[src/verilog/fetch_pkg.sv]
package fetch_pkg;

	localparam int ADDR_W = 32;
	localparam int INSTR_W = 32;
	localparam int TAG_W = 8;

	localparam logic [ADDR_W-1:0] RESET_VECTOR = 32'h0000_0000;

	// Direct-mapped cache with one word per line
	localparam int CACHE_INDEX_W = 4;
	localparam int CACHE_LINES = 1 << CACHE_INDEX_W;
	localparam int CACHE_TAG_W = ADDR_W - CACHE_INDEX_W - 2;

	localparam int QUEUE_DEPTH = 4;
	localparam int QUEUE_PTR_W = $clog2(QUEUE_DEPTH);
	localparam int QUEUE_CNT_W = $clog2(QUEUE_DEPTH + 1);
	localparam int DECODE_CREDITS = 2;
	localparam int DECODE_CNT_W = $clog2(DECODE_CREDITS + 1);

	// RV32I major opcodes and fixed system words
	localparam logic [6:0] OPC_JAL = 7'b1101111;
	localparam logic [6:0] OPC_JALR = 7'b1100111;
	localparam logic [6:0] OPC_BRANCH = 7'b1100011;
	localparam logic [6:0] OPC_SYSTEM = 7'b1110011;
	localparam logic [INSTR_W-1:0] INSTR_ECALL = 32'h0000_0073;
	localparam logic [INSTR_W-1:0] INSTR_WFI = 32'h1050_0073;
	localparam logic [INSTR_W-1:0] INSTR_MRET = 32'h3020_0073;

	typedef logic [ADDR_W-1:0] addr_t;
	typedef logic [INSTR_W-1:0] instr_t;
	typedef logic [TAG_W-1:0] tag_t;
	typedef logic [CACHE_INDEX_W-1:0] line_index_t;
	typedef logic [CACHE_TAG_W-1:0] line_tag_t;
	typedef logic [QUEUE_PTR_W-1:0] queue_ptr_t;
	typedef logic [QUEUE_CNT_W-1:0] queue_cnt_t;
	typedef logic [DECODE_CNT_W-1:0] decode_cnt_t;

	typedef enum logic [1:0] {
		SEQ_FETCH,
		SEQ_WAIT_JUMP,
		SEQ_WAIT_IRQ
	} seq_state_t;

endpackage

[src/verilog/fetch_if.sv]
`timescale 1ns/1ps

interface fetch_if import fetch_pkg::*; ();

	// One-cycle push, only issued while the sequencer holds a credit
	logic valid;
	addr_t pc;
	instr_t instr;
	tag_t tag;

	// One-cycle pulse per entry popped from the queue
	logic credit;

	modport producer (
		output valid,
		output pc,
		output instr,
		output tag,
		input credit
	);

	modport consumer (
		input valid,
		input pc,
		input instr,
		input tag,
		output credit
	);

endinterface

[src/verilog/fetch_queue.sv]
`timescale 1ns/1ps

module fetch_queue import fetch_pkg::*; (
	input logic i_clock,
	input logic i_reset,

	fetch_if.consumer fetch,

	output logic o_fetch_valid,
	output addr_t o_fetch_pc,
	output instr_t o_fetch_instr,
	output tag_t o_fetch_tag,
	input logic i_decode_credit
);

	addr_t pc_mem [QUEUE_DEPTH];
	instr_t instr_mem [QUEUE_DEPTH];
	tag_t tag_mem [QUEUE_DEPTH];

	queue_ptr_t wr_ptr;
	queue_ptr_t rd_ptr;
	queue_cnt_t count;
	decode_cnt_t decode_credits;

	logic fifo_empty;
	logic pop;

	assign fifo_empty = (count == '0);
	// An empty FIFO passes the incoming push straight through
	assign pop = (!fifo_empty || fetch.valid) && (decode_credits != '0);

	always_ff @(posedge i_clock) begin
		if (i_reset) begin
			wr_ptr <= '0;
			rd_ptr <= '0;
			count <= '0;
			decode_credits <= decode_cnt_t'(DECODE_CREDITS);
			o_fetch_valid <= 1'b0;
			fetch.credit <= 1'b0;
		end else begin
			if (fetch.valid) begin
				wr_ptr <= wr_ptr + 1'b1;
			end
			if (pop) begin
				rd_ptr <= rd_ptr + 1'b1;
			end
			count <= count + queue_cnt_t'(fetch.valid) - queue_cnt_t'(pop);
			decode_credits <= decode_credits - decode_cnt_t'(pop) +
				decode_cnt_t'(i_decode_credit);
			o_fetch_valid <= pop;
			fetch.credit <= pop;
		end
	end

	always_ff @(posedge i_clock) begin
		if (fetch.valid) begin
			pc_mem[wr_ptr] <= fetch.pc;
			instr_mem[wr_ptr] <= fetch.instr;
			tag_mem[wr_ptr] <= fetch.tag;
		end
		if (pop) begin
			o_fetch_pc <= fifo_empty ? fetch.pc : pc_mem[rd_ptr];
			o_fetch_instr <= fifo_empty ? fetch.instr : instr_mem[rd_ptr];
			o_fetch_tag <= fifo_empty ? fetch.tag : tag_mem[rd_ptr];
		end
	end

	a_push_not_full: assert property (
		@(posedge i_clock) disable iff (i_reset)
		fetch.valid |-> (count < QUEUE_DEPTH)
	) else $error("push into a full fetch queue");

	a_decode_credit_bound: assert property (
		@(posedge i_clock) disable iff (i_reset)
		decode_credits <= DECODE_CREDITS
	) else $error("decode credits above DECODE_CREDITS");

endmodule

[src/verilog/fetch_sequencer.sv]
`timescale 1ns/1ps

module fetch_sequencer import fetch_pkg::*; (
	input logic i_clock,
	input logic i_reset,

	input logic i_jump,
	input addr_t i_jump_pc,

	input logic i_irq_pending,
	input addr_t i_irq_pc,
	output logic o_irq_dispatched,
	output addr_t o_irq_epc,

	output addr_t o_pc,
	output logic o_stall,
	input instr_t i_instr,
	input logic i_ready,

	fetch_if.producer fetch
);

	seq_state_t state;
	addr_t pc_q;
	tag_t tag_q;
	queue_cnt_t credits;

	logic [6:0] opcode;
	logic is_system;
	logic is_control;
	logic is_trap;
	logic irq_take;
	logic push;

	// Pre-decode of the word at the current pc
	assign opcode = i_instr[6:0];
	assign is_system = (opcode == OPC_SYSTEM);
	assign is_control = (opcode == OPC_JAL) || (opcode == OPC_JALR) ||
		(opcode == OPC_BRANCH) || (is_system && i_instr == INSTR_MRET);
	assign is_trap = is_system && ((i_instr == INSTR_ECALL) || (i_instr == INSTR_WFI));

	assign irq_take = i_irq_pending && !o_irq_dispatched &&
		((state == SEQ_FETCH) || (state == SEQ_WAIT_IRQ));
	assign push = (state == SEQ_FETCH) && !irq_take && i_ready && (credits != '0);

	assign o_pc = pc_q;
	assign o_stall = (state != SEQ_FETCH) || (credits == '0);

	always_ff @(posedge i_clock) begin
		if (i_reset) begin
			state <= SEQ_FETCH;
			pc_q <= RESET_VECTOR;
			tag_q <= '0;
			credits <= queue_cnt_t'(QUEUE_DEPTH);
			fetch.valid <= 1'b0;
			o_irq_dispatched <= 1'b0;
		end else begin
			fetch.valid <= push;
			credits <= credits - queue_cnt_t'(push) + queue_cnt_t'(fetch.credit);
			if (push) begin
				tag_q <= tag_q + 1'b1;
			end

			if (irq_take) begin
				o_irq_dispatched <= 1'b1;
			end else if (!i_irq_pending) begin
				o_irq_dispatched <= 1'b0;
			end

			case (state)
				SEQ_FETCH: begin
					if (irq_take) begin
						pc_q <= i_irq_pc;
					end else if (push) begin
						if (is_control) begin
							state <= SEQ_WAIT_JUMP;
						end else if (is_trap) begin
							state <= SEQ_WAIT_IRQ;
						end else begin
							pc_q <= pc_q + 32'd4;
						end
					end
				end
				SEQ_WAIT_JUMP: begin
					if (i_jump) begin
						pc_q <= i_jump_pc;
						state <= SEQ_FETCH;
					end
				end
				SEQ_WAIT_IRQ: begin
					if (irq_take) begin
						pc_q <= i_irq_pc;
						state <= SEQ_FETCH;
					end
				end
				default: state <= SEQ_FETCH;
			endcase
		end
	end

	always_ff @(posedge i_clock) begin
		if (push) begin
			fetch.pc <= pc_q;
			fetch.instr <= i_instr;
			fetch.tag <= tag_q;
		end
		// Return past the trapping instruction, or to the word not yet fetched
		if (irq_take) begin
			o_irq_epc <= (state == SEQ_WAIT_IRQ) ? pc_q + 32'd4 : pc_q;
		end
	end

	a_queue_credit_bound: assert property (
		@(posedge i_clock) disable iff (i_reset)
		credits <= QUEUE_DEPTH
	) else $error("queue credits above QUEUE_DEPTH");

endmodule

[src/verilog/fetch_top.sv]
`timescale 1ns/1ps

module fetch_top import fetch_pkg::*; (
	input logic i_clock,
	input logic i_reset,

	input logic i_jump,
	input addr_t i_jump_pc,

	input logic i_irq_pending,
	input addr_t i_irq_pc,
	output logic o_irq_dispatched,
	output addr_t o_irq_epc,

	output logic o_bus_request,
	output addr_t o_bus_address,
	input logic i_bus_ready,
	input instr_t i_bus_rdata,

	output logic o_fetch_valid,
	output addr_t o_fetch_pc,
	output instr_t o_fetch_instr,
	output tag_t o_fetch_tag,
	input logic i_decode_credit
);

	addr_t cache_pc;
	logic cache_stall;
	instr_t cache_instr;
	logic cache_ready;

	fetch_if fetch_bus ();

	instr_cache u_cache (
		.i_clock(i_clock),
		.i_reset(i_reset),
		.i_pc(cache_pc),
		.i_stall(cache_stall),
		.o_instr(cache_instr),
		.o_ready(cache_ready),
		.o_bus_request(o_bus_request),
		.o_bus_address(o_bus_address),
		.i_bus_ready(i_bus_ready),
		.i_bus_rdata(i_bus_rdata)
	);

	fetch_sequencer u_sequencer (
		.i_clock(i_clock),
		.i_reset(i_reset),
		.i_jump(i_jump),
		.i_jump_pc(i_jump_pc),
		.i_irq_pending(i_irq_pending),
		.i_irq_pc(i_irq_pc),
		.o_irq_dispatched(o_irq_dispatched),
		.o_irq_epc(o_irq_epc),
		.o_pc(cache_pc),
		.o_stall(cache_stall),
		.i_instr(cache_instr),
		.i_ready(cache_ready),
		.fetch(fetch_bus.producer)
	);

	fetch_queue u_queue (
		.i_clock(i_clock),
		.i_reset(i_reset),
		.fetch(fetch_bus.consumer),
		.o_fetch_valid(o_fetch_valid),
		.o_fetch_pc(o_fetch_pc),
		.o_fetch_instr(o_fetch_instr),
		.o_fetch_tag(o_fetch_tag),
		.i_decode_credit(i_decode_credit)
	);

endmodule

[src/verilog/instr_cache.sv]
`timescale 1ns/1ps

module instr_cache import fetch_pkg::*; (
	input logic i_clock,
	input logic i_reset,

	input addr_t i_pc,
	input logic i_stall,
	output instr_t o_instr,
	output logic o_ready,

	output logic o_bus_request,
	output addr_t o_bus_address,
	input logic i_bus_ready,
	input instr_t i_bus_rdata
);

	typedef enum logic {
		CACHE_LOOKUP,
		CACHE_REFILL
	} cache_state_t;

	cache_state_t state;

	instr_t line_data [CACHE_LINES];
	line_tag_t line_tag [CACHE_LINES];
	logic [CACHE_LINES-1:0] line_valid;

	// Address that the registered result belongs to
	addr_t resp_pc;
	logic resp_valid;

	line_index_t lookup_index;
	line_tag_t lookup_tag;
	line_index_t fill_index;
	line_tag_t fill_tag;
	logic lookup_hit;

	assign lookup_index = i_pc[CACHE_INDEX_W+1:2];
	assign lookup_tag = i_pc[ADDR_W-1:CACHE_INDEX_W+2];
	assign fill_index = o_bus_address[CACHE_INDEX_W+1:2];
	assign fill_tag = o_bus_address[ADDR_W-1:CACHE_INDEX_W+2];
	assign lookup_hit = line_valid[lookup_index] && (line_tag[lookup_index] == lookup_tag);

	// A result for an older pc never counts as ready
	assign o_ready = resp_valid && (resp_pc == i_pc);

	always_ff @(posedge i_clock) begin
		if (i_reset) begin
			state <= CACHE_LOOKUP;
			line_valid <= '0;
			resp_valid <= 1'b0;
			o_bus_request <= 1'b0;
		end else begin
			case (state)
				CACHE_LOOKUP: begin
					if (!i_stall) begin
						resp_valid <= lookup_hit;
						if (!lookup_hit) begin
							o_bus_request <= 1'b1;
							state <= CACHE_REFILL;
						end
					end
				end
				CACHE_REFILL: begin
					if (i_bus_ready) begin
						o_bus_request <= 1'b0;
						line_valid[fill_index] <= 1'b1;
						resp_valid <= 1'b1;
						state <= CACHE_LOOKUP;
					end
				end
				default: state <= CACHE_LOOKUP;
			endcase
		end
	end

	// Line storage and result word
	always_ff @(posedge i_clock) begin
		if (state == CACHE_LOOKUP && !i_stall) begin
			o_instr <= line_data[lookup_index];
			resp_pc <= i_pc;
			o_bus_address <= i_pc;
		end
		if (state == CACHE_REFILL && i_bus_ready) begin
			line_data[fill_index] <= i_bus_rdata;
			line_tag[fill_index] <= fill_tag;
			o_instr <= i_bus_rdata;
			resp_pc <= o_bus_address;
		end
	end

	a_bus_address_stable: assert property (
		@(posedge i_clock) disable iff (i_reset)
		(o_bus_request && !i_bus_ready) |=> (o_bus_request && $stable(o_bus_address))
	) else $error("bus request dropped or address changed before ready");

endmodule
[config.mk]
export PLATFORM = sky130hd
export DESIGN_NAME = fetch_top
export DESIGN_NICKNAME = d
export VERILOG_FILES = /design/src/verilog/fetch_pkg.sv /design/src/verilog/fetch_if.sv /design/src/verilog/fetch_queue.sv /design/src/verilog/fetch_sequencer.sv /design/src/verilog/fetch_top.sv /design/src/verilog/instr_cache.sv
export SDC_FILE = /design/constraint.sdc
export NUM_CORES = 1
export LEC_CHECK = 0
export BUFFER_PORTS_ARGS = -buffer_cell sky130_fd_sc_hd__buf_2
export CAP_MARGIN = 20
export CELL_PAD_IN_SITES_DETAIL_PLACEMENT = 0
export CELL_PAD_IN_SITES_GLOBAL_PLACEMENT = 2
export CORE_ASPECT_RATIO = 1.5
export CORE_MARGIN = 2
export CORE_UTILIZATION = 42
export DETAILED_ROUTE_END_ITERATION = 10
export GPL_TIMING_DRIVEN = 0
export MAX_ROUTING_LAYER = met4
export PLACE_DENSITY_LB_ADDON = 0.25
export SYNTH_ARGS = -nofsm -noshare
export SYNTH_HDL_FRONTEND = slang
export SYNTH_HIERARCHICAL = 1
export SYNTH_SLANG_ARGS = --single-unit
[constraint.sdc]
create_clock -name i_clock -period 19.37 [get_ports i_clock]
set_input_delay 2.9055 -clock i_clock [delete_from_list [all_inputs] [get_ports i_clock]]
set_output_delay 2.9055 -clock i_clock [all_outputs]
set_load 0.005 [all_outputs]
# Word level (Yosys, flattened, before mapping)
# Memory sizes are Yosys's and may differ from the RTL's. A register that Yosys moved wholly into a read port is not among the register bits.
# Cells that the tools add are included.
# op_classes
n_addsub	10
n_lt_le_gt_ge	3
n_eq_ne	23
mux	53
n_bitwise	2
reduce_logical	37
# ops
operator	count
$mux 32	13
$pmux 32 s3	1
$add 32x3->32 const B	1
$eq 32x29->1 const B	1
$eq 32x30->1 const B	1
$eq 32x32->1	1
$eq 32x7->1 const B	1
$eq 7x7->1 const B	4
$eq 26x26->1	1
$mux 2	12
$mux 1	16
$mux 4	4
$or 16x16->16	1
$logic_and 1x1->1	13
$lt 4x5->1 const B	2
$ne 2x2->1 const B	5
$add 8x1->8 const B	1
$mux 8	1
$logic_or 1x1->1	7
$add 3x1->3	2
$logic_not 3->1	2
$ne 2x1->1 const B	3
$ne 3x1->1 const B	2
$ne 3x3->1 const B	2
other kinds (20)	31
# word_totals
reg_bits	348
mem_bits_rw	1216
in_bits	102
out_inout_bits	139
wordCells	158
mem_count	5
# mem_list
memory	words	width	rd	rd_clocked_by_memory_dff	write_ports	line	text
u_cache.line_data	16	32	1	1	1	instr_cache.sv:25	instr_t line_data [CACHE_LINES];
u_cache.line_tag	16	26	1	1	1	instr_cache.sv:26	line_tag_t line_tag [CACHE_LINES];
u_queue.instr_mem	4	32	1	1	1	fetch_queue.sv:17	instr_t instr_mem [QUEUE_DEPTH];
u_queue.pc_mem	4	32	1	1	1	fetch_queue.sv:16	addr_t pc_mem [QUEUE_DEPTH];
u_queue.tag_mem	4	8	1	1	1	fetch_queue.sv:18	tag_t tag_mem [QUEUE_DEPTH];

# Logic depth before layout (Yosys ltp)
# depth
ltp_word	12
ltp_mapped	20
mapped_depth_nobuf	14

# Hierarchy
# The synthesis kept the hierarchy.
# modules_own_cells
module	n_inst	cells_each	area_per_inst_um2	seq_area_each_um2
instr_cache	1	1928	40380.0	31129.9
fetch_queue	1	589	14005.9	11050.6
fetch_sequencer	1	635	7036.7	4063.9

# Worst setup path after synthesis
# No wires, ideal clock.
# synth_timing
path_kind	input -> register
start	input i_bus_ready
end	memory u_cache/line_data[2][0] (netlist name), enable pin
setup_time_ps	548
arrival_ps	7613
required_time_ps	18822
slack_ps	11209
stages	5
path_buffers	1
path_cell_list	and2_1 -> clkbuf_1 -> nand2_1 -> or2_2 -> nor3_1
# synth_between
elab_chain_cells	3
# synth_lines
element	line	text
from (decl)	fetch_top.sv:17	input logic i_bus_ready,
$logic_and 1x1->1	instr_cache.sv:85	if (state == CACHE_REFILL && i_bus_ready) begin
$mux 1	instr_cache.sv:85	
$mux 1 (not written as such)	instr_cache.sv:86	line_data[fill_index] <= i_bus_rdata;
to (decl)	instr_cache.sv:25	
# Every way passes these cells.

# Final worst setup path
# layout_timing
start	register u_sequencer.pc_q[2], in the netlist u_sequencer/o_pc[2]
end	register u_sequencer.credits[1]
# layout_between
elab_chain_cells	6
# layout_lines
element	line	text
from (decl)	fetch_sequencer.sv:24	addr_t pc_q;
from (signal assigned)	fetch_sequencer.sv:73	pc_q <= i_irq_pc;
from (signal assigned)	fetch_sequencer.sv:80	pc_q <= pc_q + 32'd4;
from (signal assigned)	fetch_sequencer.sv:86	pc_q <= i_jump_pc;
$eq 32x32->1	instr_cache.sv:46	assign o_ready = resp_valid && (resp_pc == i_pc);
$logic_and 1x1->1	instr_cache.sv:46	
via cache_ready	fetch_top.sv:30	logic cache_ready;
$logic_and 1x1->1 (2 in series)	fetch_sequencer.sv:44	assign push = (state == SEQ_FETCH) && !irq_take && i_ready && (credits != '0);
via u_sequencer.push	fetch_sequencer.sv:33	logic push;
$sub 3x1->3	fetch_sequencer.sv:59	credits <= credits - queue_cnt_t'(push) + queue_cnt_t'(fetch.credit);
$add 3x1->3	fetch_sequencer.sv:59	
to (signal assigned)	fetch_sequencer.sv:54	credits <= queue_cnt_t'(QUEUE_DEPTH);
to (signal assigned)	fetch_sequencer.sv:59	
to (decl)	fetch_sequencer.sv:26	queue_cnt_t credits;
# The timed path passes the listed nets, and every way through them passes these cells.
# A chain may end at the register's enable or synchronous reset.

==> out/qor.yml <==
status: "complete, no violations"
grt_overflow: 0
skew_ns: 0.0364
crit_fanout: 43
wl_met2_um: 84700
avgRoutedWirePerCell_um: 29.0
dp_cells: 5378
initial_core_util_pct: 42.3
final_cell_count_no_fill: 5666
avgSynthCellArea_sq_um: 19.5
yosysWarnings: 6
leakagePower_uw: 0.0232
core_area_sq_um: 145000
cts.path.max_buffers: 3
drc: 0
wl_met1_um: 65900
fin_crit_ns: 7.02
postRouteAntennaNets: 0
hold_class: "flop to flop"
fillers: 12000
clkLatencyLatePin_ns: 0.80
min_period_over_period_pct: 36.3
hold_viol_final: 0
antenna_found_initial: 19
synth_seq_cells: 1566
drv_cap: 0
rsz0062_at_grt: "false"
cts_setup_buffers: 0
num_rows: 171
viasPerCell: 5.61
drv_slew: 0
syn_area_sq_um: 61400
critical_path_class: "flop to flop"
multi_input_area_sq_um: 14400
synth_nets: 3270
die_area_sq_um: 149000
grt_pass1_vias: 32300
ys.flop_type: "edfxtp_1"
cts_buffers: 146
drive_gt1_share_pct: 27.6
clock-root-buffer: "clkbuf_16"
dr.pass1.iters: 7
critical_path_required_ns: 20.02
cts_tree: "built"
cp-start-kind: "flop"
finalSetupViolations: 0
seq_area_sq_um: 46200
areaGrowthSynthToFinish_pct: 16.2
powerDensity_nw_per_um2: 116
max_slew_margin_pct: 23.2
clk_pin_slew_ns: 0.06
synth_edf_count: 1488
routed.top_layer: "met4"
vdd_drop_max_mv: 0.0851
worstMarginPinSlew_ns: 1.15
ctsResizeCount: 0
place.gp.congestion: 0.838
io-pin-count: 241
grt_start_max_net_pins: 52
fmax_mhz: 142
critPathArrivalTime_ns: 7.67
ys_async_sr_fraction_pct: 0
ys_types: 79
grt_pass1_wl_um: 234000
drtIter0Drc: 3019
htreeDepth: 4
worstSetupEndpointType: "flop"
wl_um: 164000
dp_hpwl_um: 113000
setup-tns-final_ns: 0
nets: 3745
synth_seq_area_share_pct: 75.3
die_h_um: 472
io_buffers: 240
holdBufCountCts: 0
track_usage_pct: 22.7
clock-sinks: 1566
route.met3.wl_um: 9990
syn_inst: 3152
die_w_um: 316
num_vias: 31800
power by group:
| part | switching (uW) | total (uW) | internal, uW |
|---|---|---|---|
| Combinational | 671 | 1180 | 510 |
| Sequential | 200 | 4290 | 4090 |
| Clock | 1260 | 2800 | 1530 |
| Total | 2130 | 8260 | 6130 |
worst max-delay path, stage by stage, from the launching register on:
cell and delay, ns:
dfxtp_1 0.76, buf_4 0.37, buf_4 0.29, buf_4 0.31, buf_2 0.39, buf_4 0.38, buf_2 0.52, xnor2_1 0.18
nand4_1 0.15, nor4_1 0.29, nand4_1 0.16, nor4_1 0.45, o31a_1 0.33, nand3_1 0.31, inv_4 0.59, buf_16 0.31
ha_1 0.28, inv_1 0.05, ha_1 0.15, fa_1 0.40, nor2b_1 0.13
kinds of logic (layout without fill, tap and decap cells):
logic type,Yosys count,in the layout,synth area share [%]
AO/OA/AOI/OAI,245,245,2.77
buffers and inverters,188,781,1.51
other,0,18,0
flip-flops,1566,1566,75.3
adder cells (fa/ha/maj),16,16,0.350
multiplexers,466,466,14.2
AND/OR/NAND/NOR,555,555,4.28
XOR/XNOR,116,116,1.65
path summary, 6_finish.rpt:
| path | from | endpoint | slack, ns | depth (start not counted) |
|---|---|---|---|---|
| setup / recovery | u_sequencer/o_pc[2]$_SDFFE_PP0P_ | u_sequencer/credits[1]$_SDFF_PP0_ | 12.35 | 20 |
| hold / removal | u_cache/o_instr[10]$_DFFE_PP_ | u_sequencer/fetch.instr[10]$_DFFE_PP_ | 0.41 | 0 |
| setup reg to reg | u_sequencer/o_pc[2]$_SDFFE_PP0P_ | u_sequencer/credits[1]$_SDFF_PP0_ | 12.35 | 20 |
| hold reg to reg | u_cache/o_instr[10]$_DFFE_PP_ | u_sequencer/fetch.instr[10]$_DFFE_PP_ | 0.41 | 0 |
layer usage:
metal  track usage, %  vias up
met2             38.1      978
met3             4.36      204
met1             28.3    16900
met5                -        -
met4             5.93        0
li1                 -    13700
through the flow:
| stage | utilization, % | total power (uW) | hold slack, ns | area [sq um] | setup slack (ns) |
|---|---|---|---|---|---|
| 3_3_place_gp | 44.8 | 5540 | 0.432 | 65000 | 5.26 |
| 6_report | 49.2 | 8260 | 0.414 | 71400 | 12.35 |
| 4_1_cts | 49.1 | 8360 | 0.410 | 71300 | 12.15 |
| 3_5_place_dp | 45.9 | 5570 | 0.426 | 66700 | 12.17 |
| 5_1_grt | 49.2 | 8560 | 0.432 | 71400 | 11.84 |
| 2_1_floorplan | - | 4970 | 0.417 | 61400 | 11.21 |
synthesized netlist by cell type (11+ instances only):
cell	n	area share, %
a21oi_1	62	0.51
a221o_1	15	0.24
a221oi_1	13	0.19
a22oi_1	25	0.31
buf_1	29	0.18
buf_2	37	0.30
buf_4	15	0.18
buf_6	15	0.27
clkbuf_1	67	0.41
dfxtp_1	78	2.5
edfxtp_1	1488	73
ha_1	14	0.29
inv_1	17	0.10
mux2_2	77	1.4
mux2i_1	75	1.2
mux4_2	309	11
nand2_1	245	1.5
nand2b_1	12	0.12
nand3_1	37	0.30
nand4_1	26	0.26
nor2_1	106	0.65
nor2b_1	14	0.14
nor3_1	47	0.38
o21ai_0	42	0.34
or3_1	11	0.11
xnor2_1	85	1.2
xor2_1	31	0.44
sequential cells by signal, summed over array words and instances, names as in the netlist, 128 cells and up, named ones only:
name,count
u_cache/line_data,512
u_cache/line_tag,416
u_queue/instr_mem,128
u_queue/pc_mem,128
layout by cell type (no fill, tap or decap), drive strengths merged, types with 15 or more instances in the layout:
cell type,instances
edfxtp,1488
buf,423
mux4,313
clkbuf,268
nand2,245
nor2,106
xnor2,85
dfxtp,78
mux2,78
mux2i,75
a21oi,62
clkinv,58
nor3,48
o21ai,43
nand3,39
xor2,31
nand4,28
a22oi,25
inv,21
diode,18
a221o,15
nor4,15
cell type report:
class,count,share of cell area (%)
clock buffer,198,5.56
buffer,166,1.18
antenna,18,0.0631
timing repair buffer,327,3.87
multi-input combinational,1398,20.2
tap,1903,3.34
inverter,22,0.123
clock inverter,68,0.925
sequential,1566,64.8
Power figures use the tool's default switching activity.
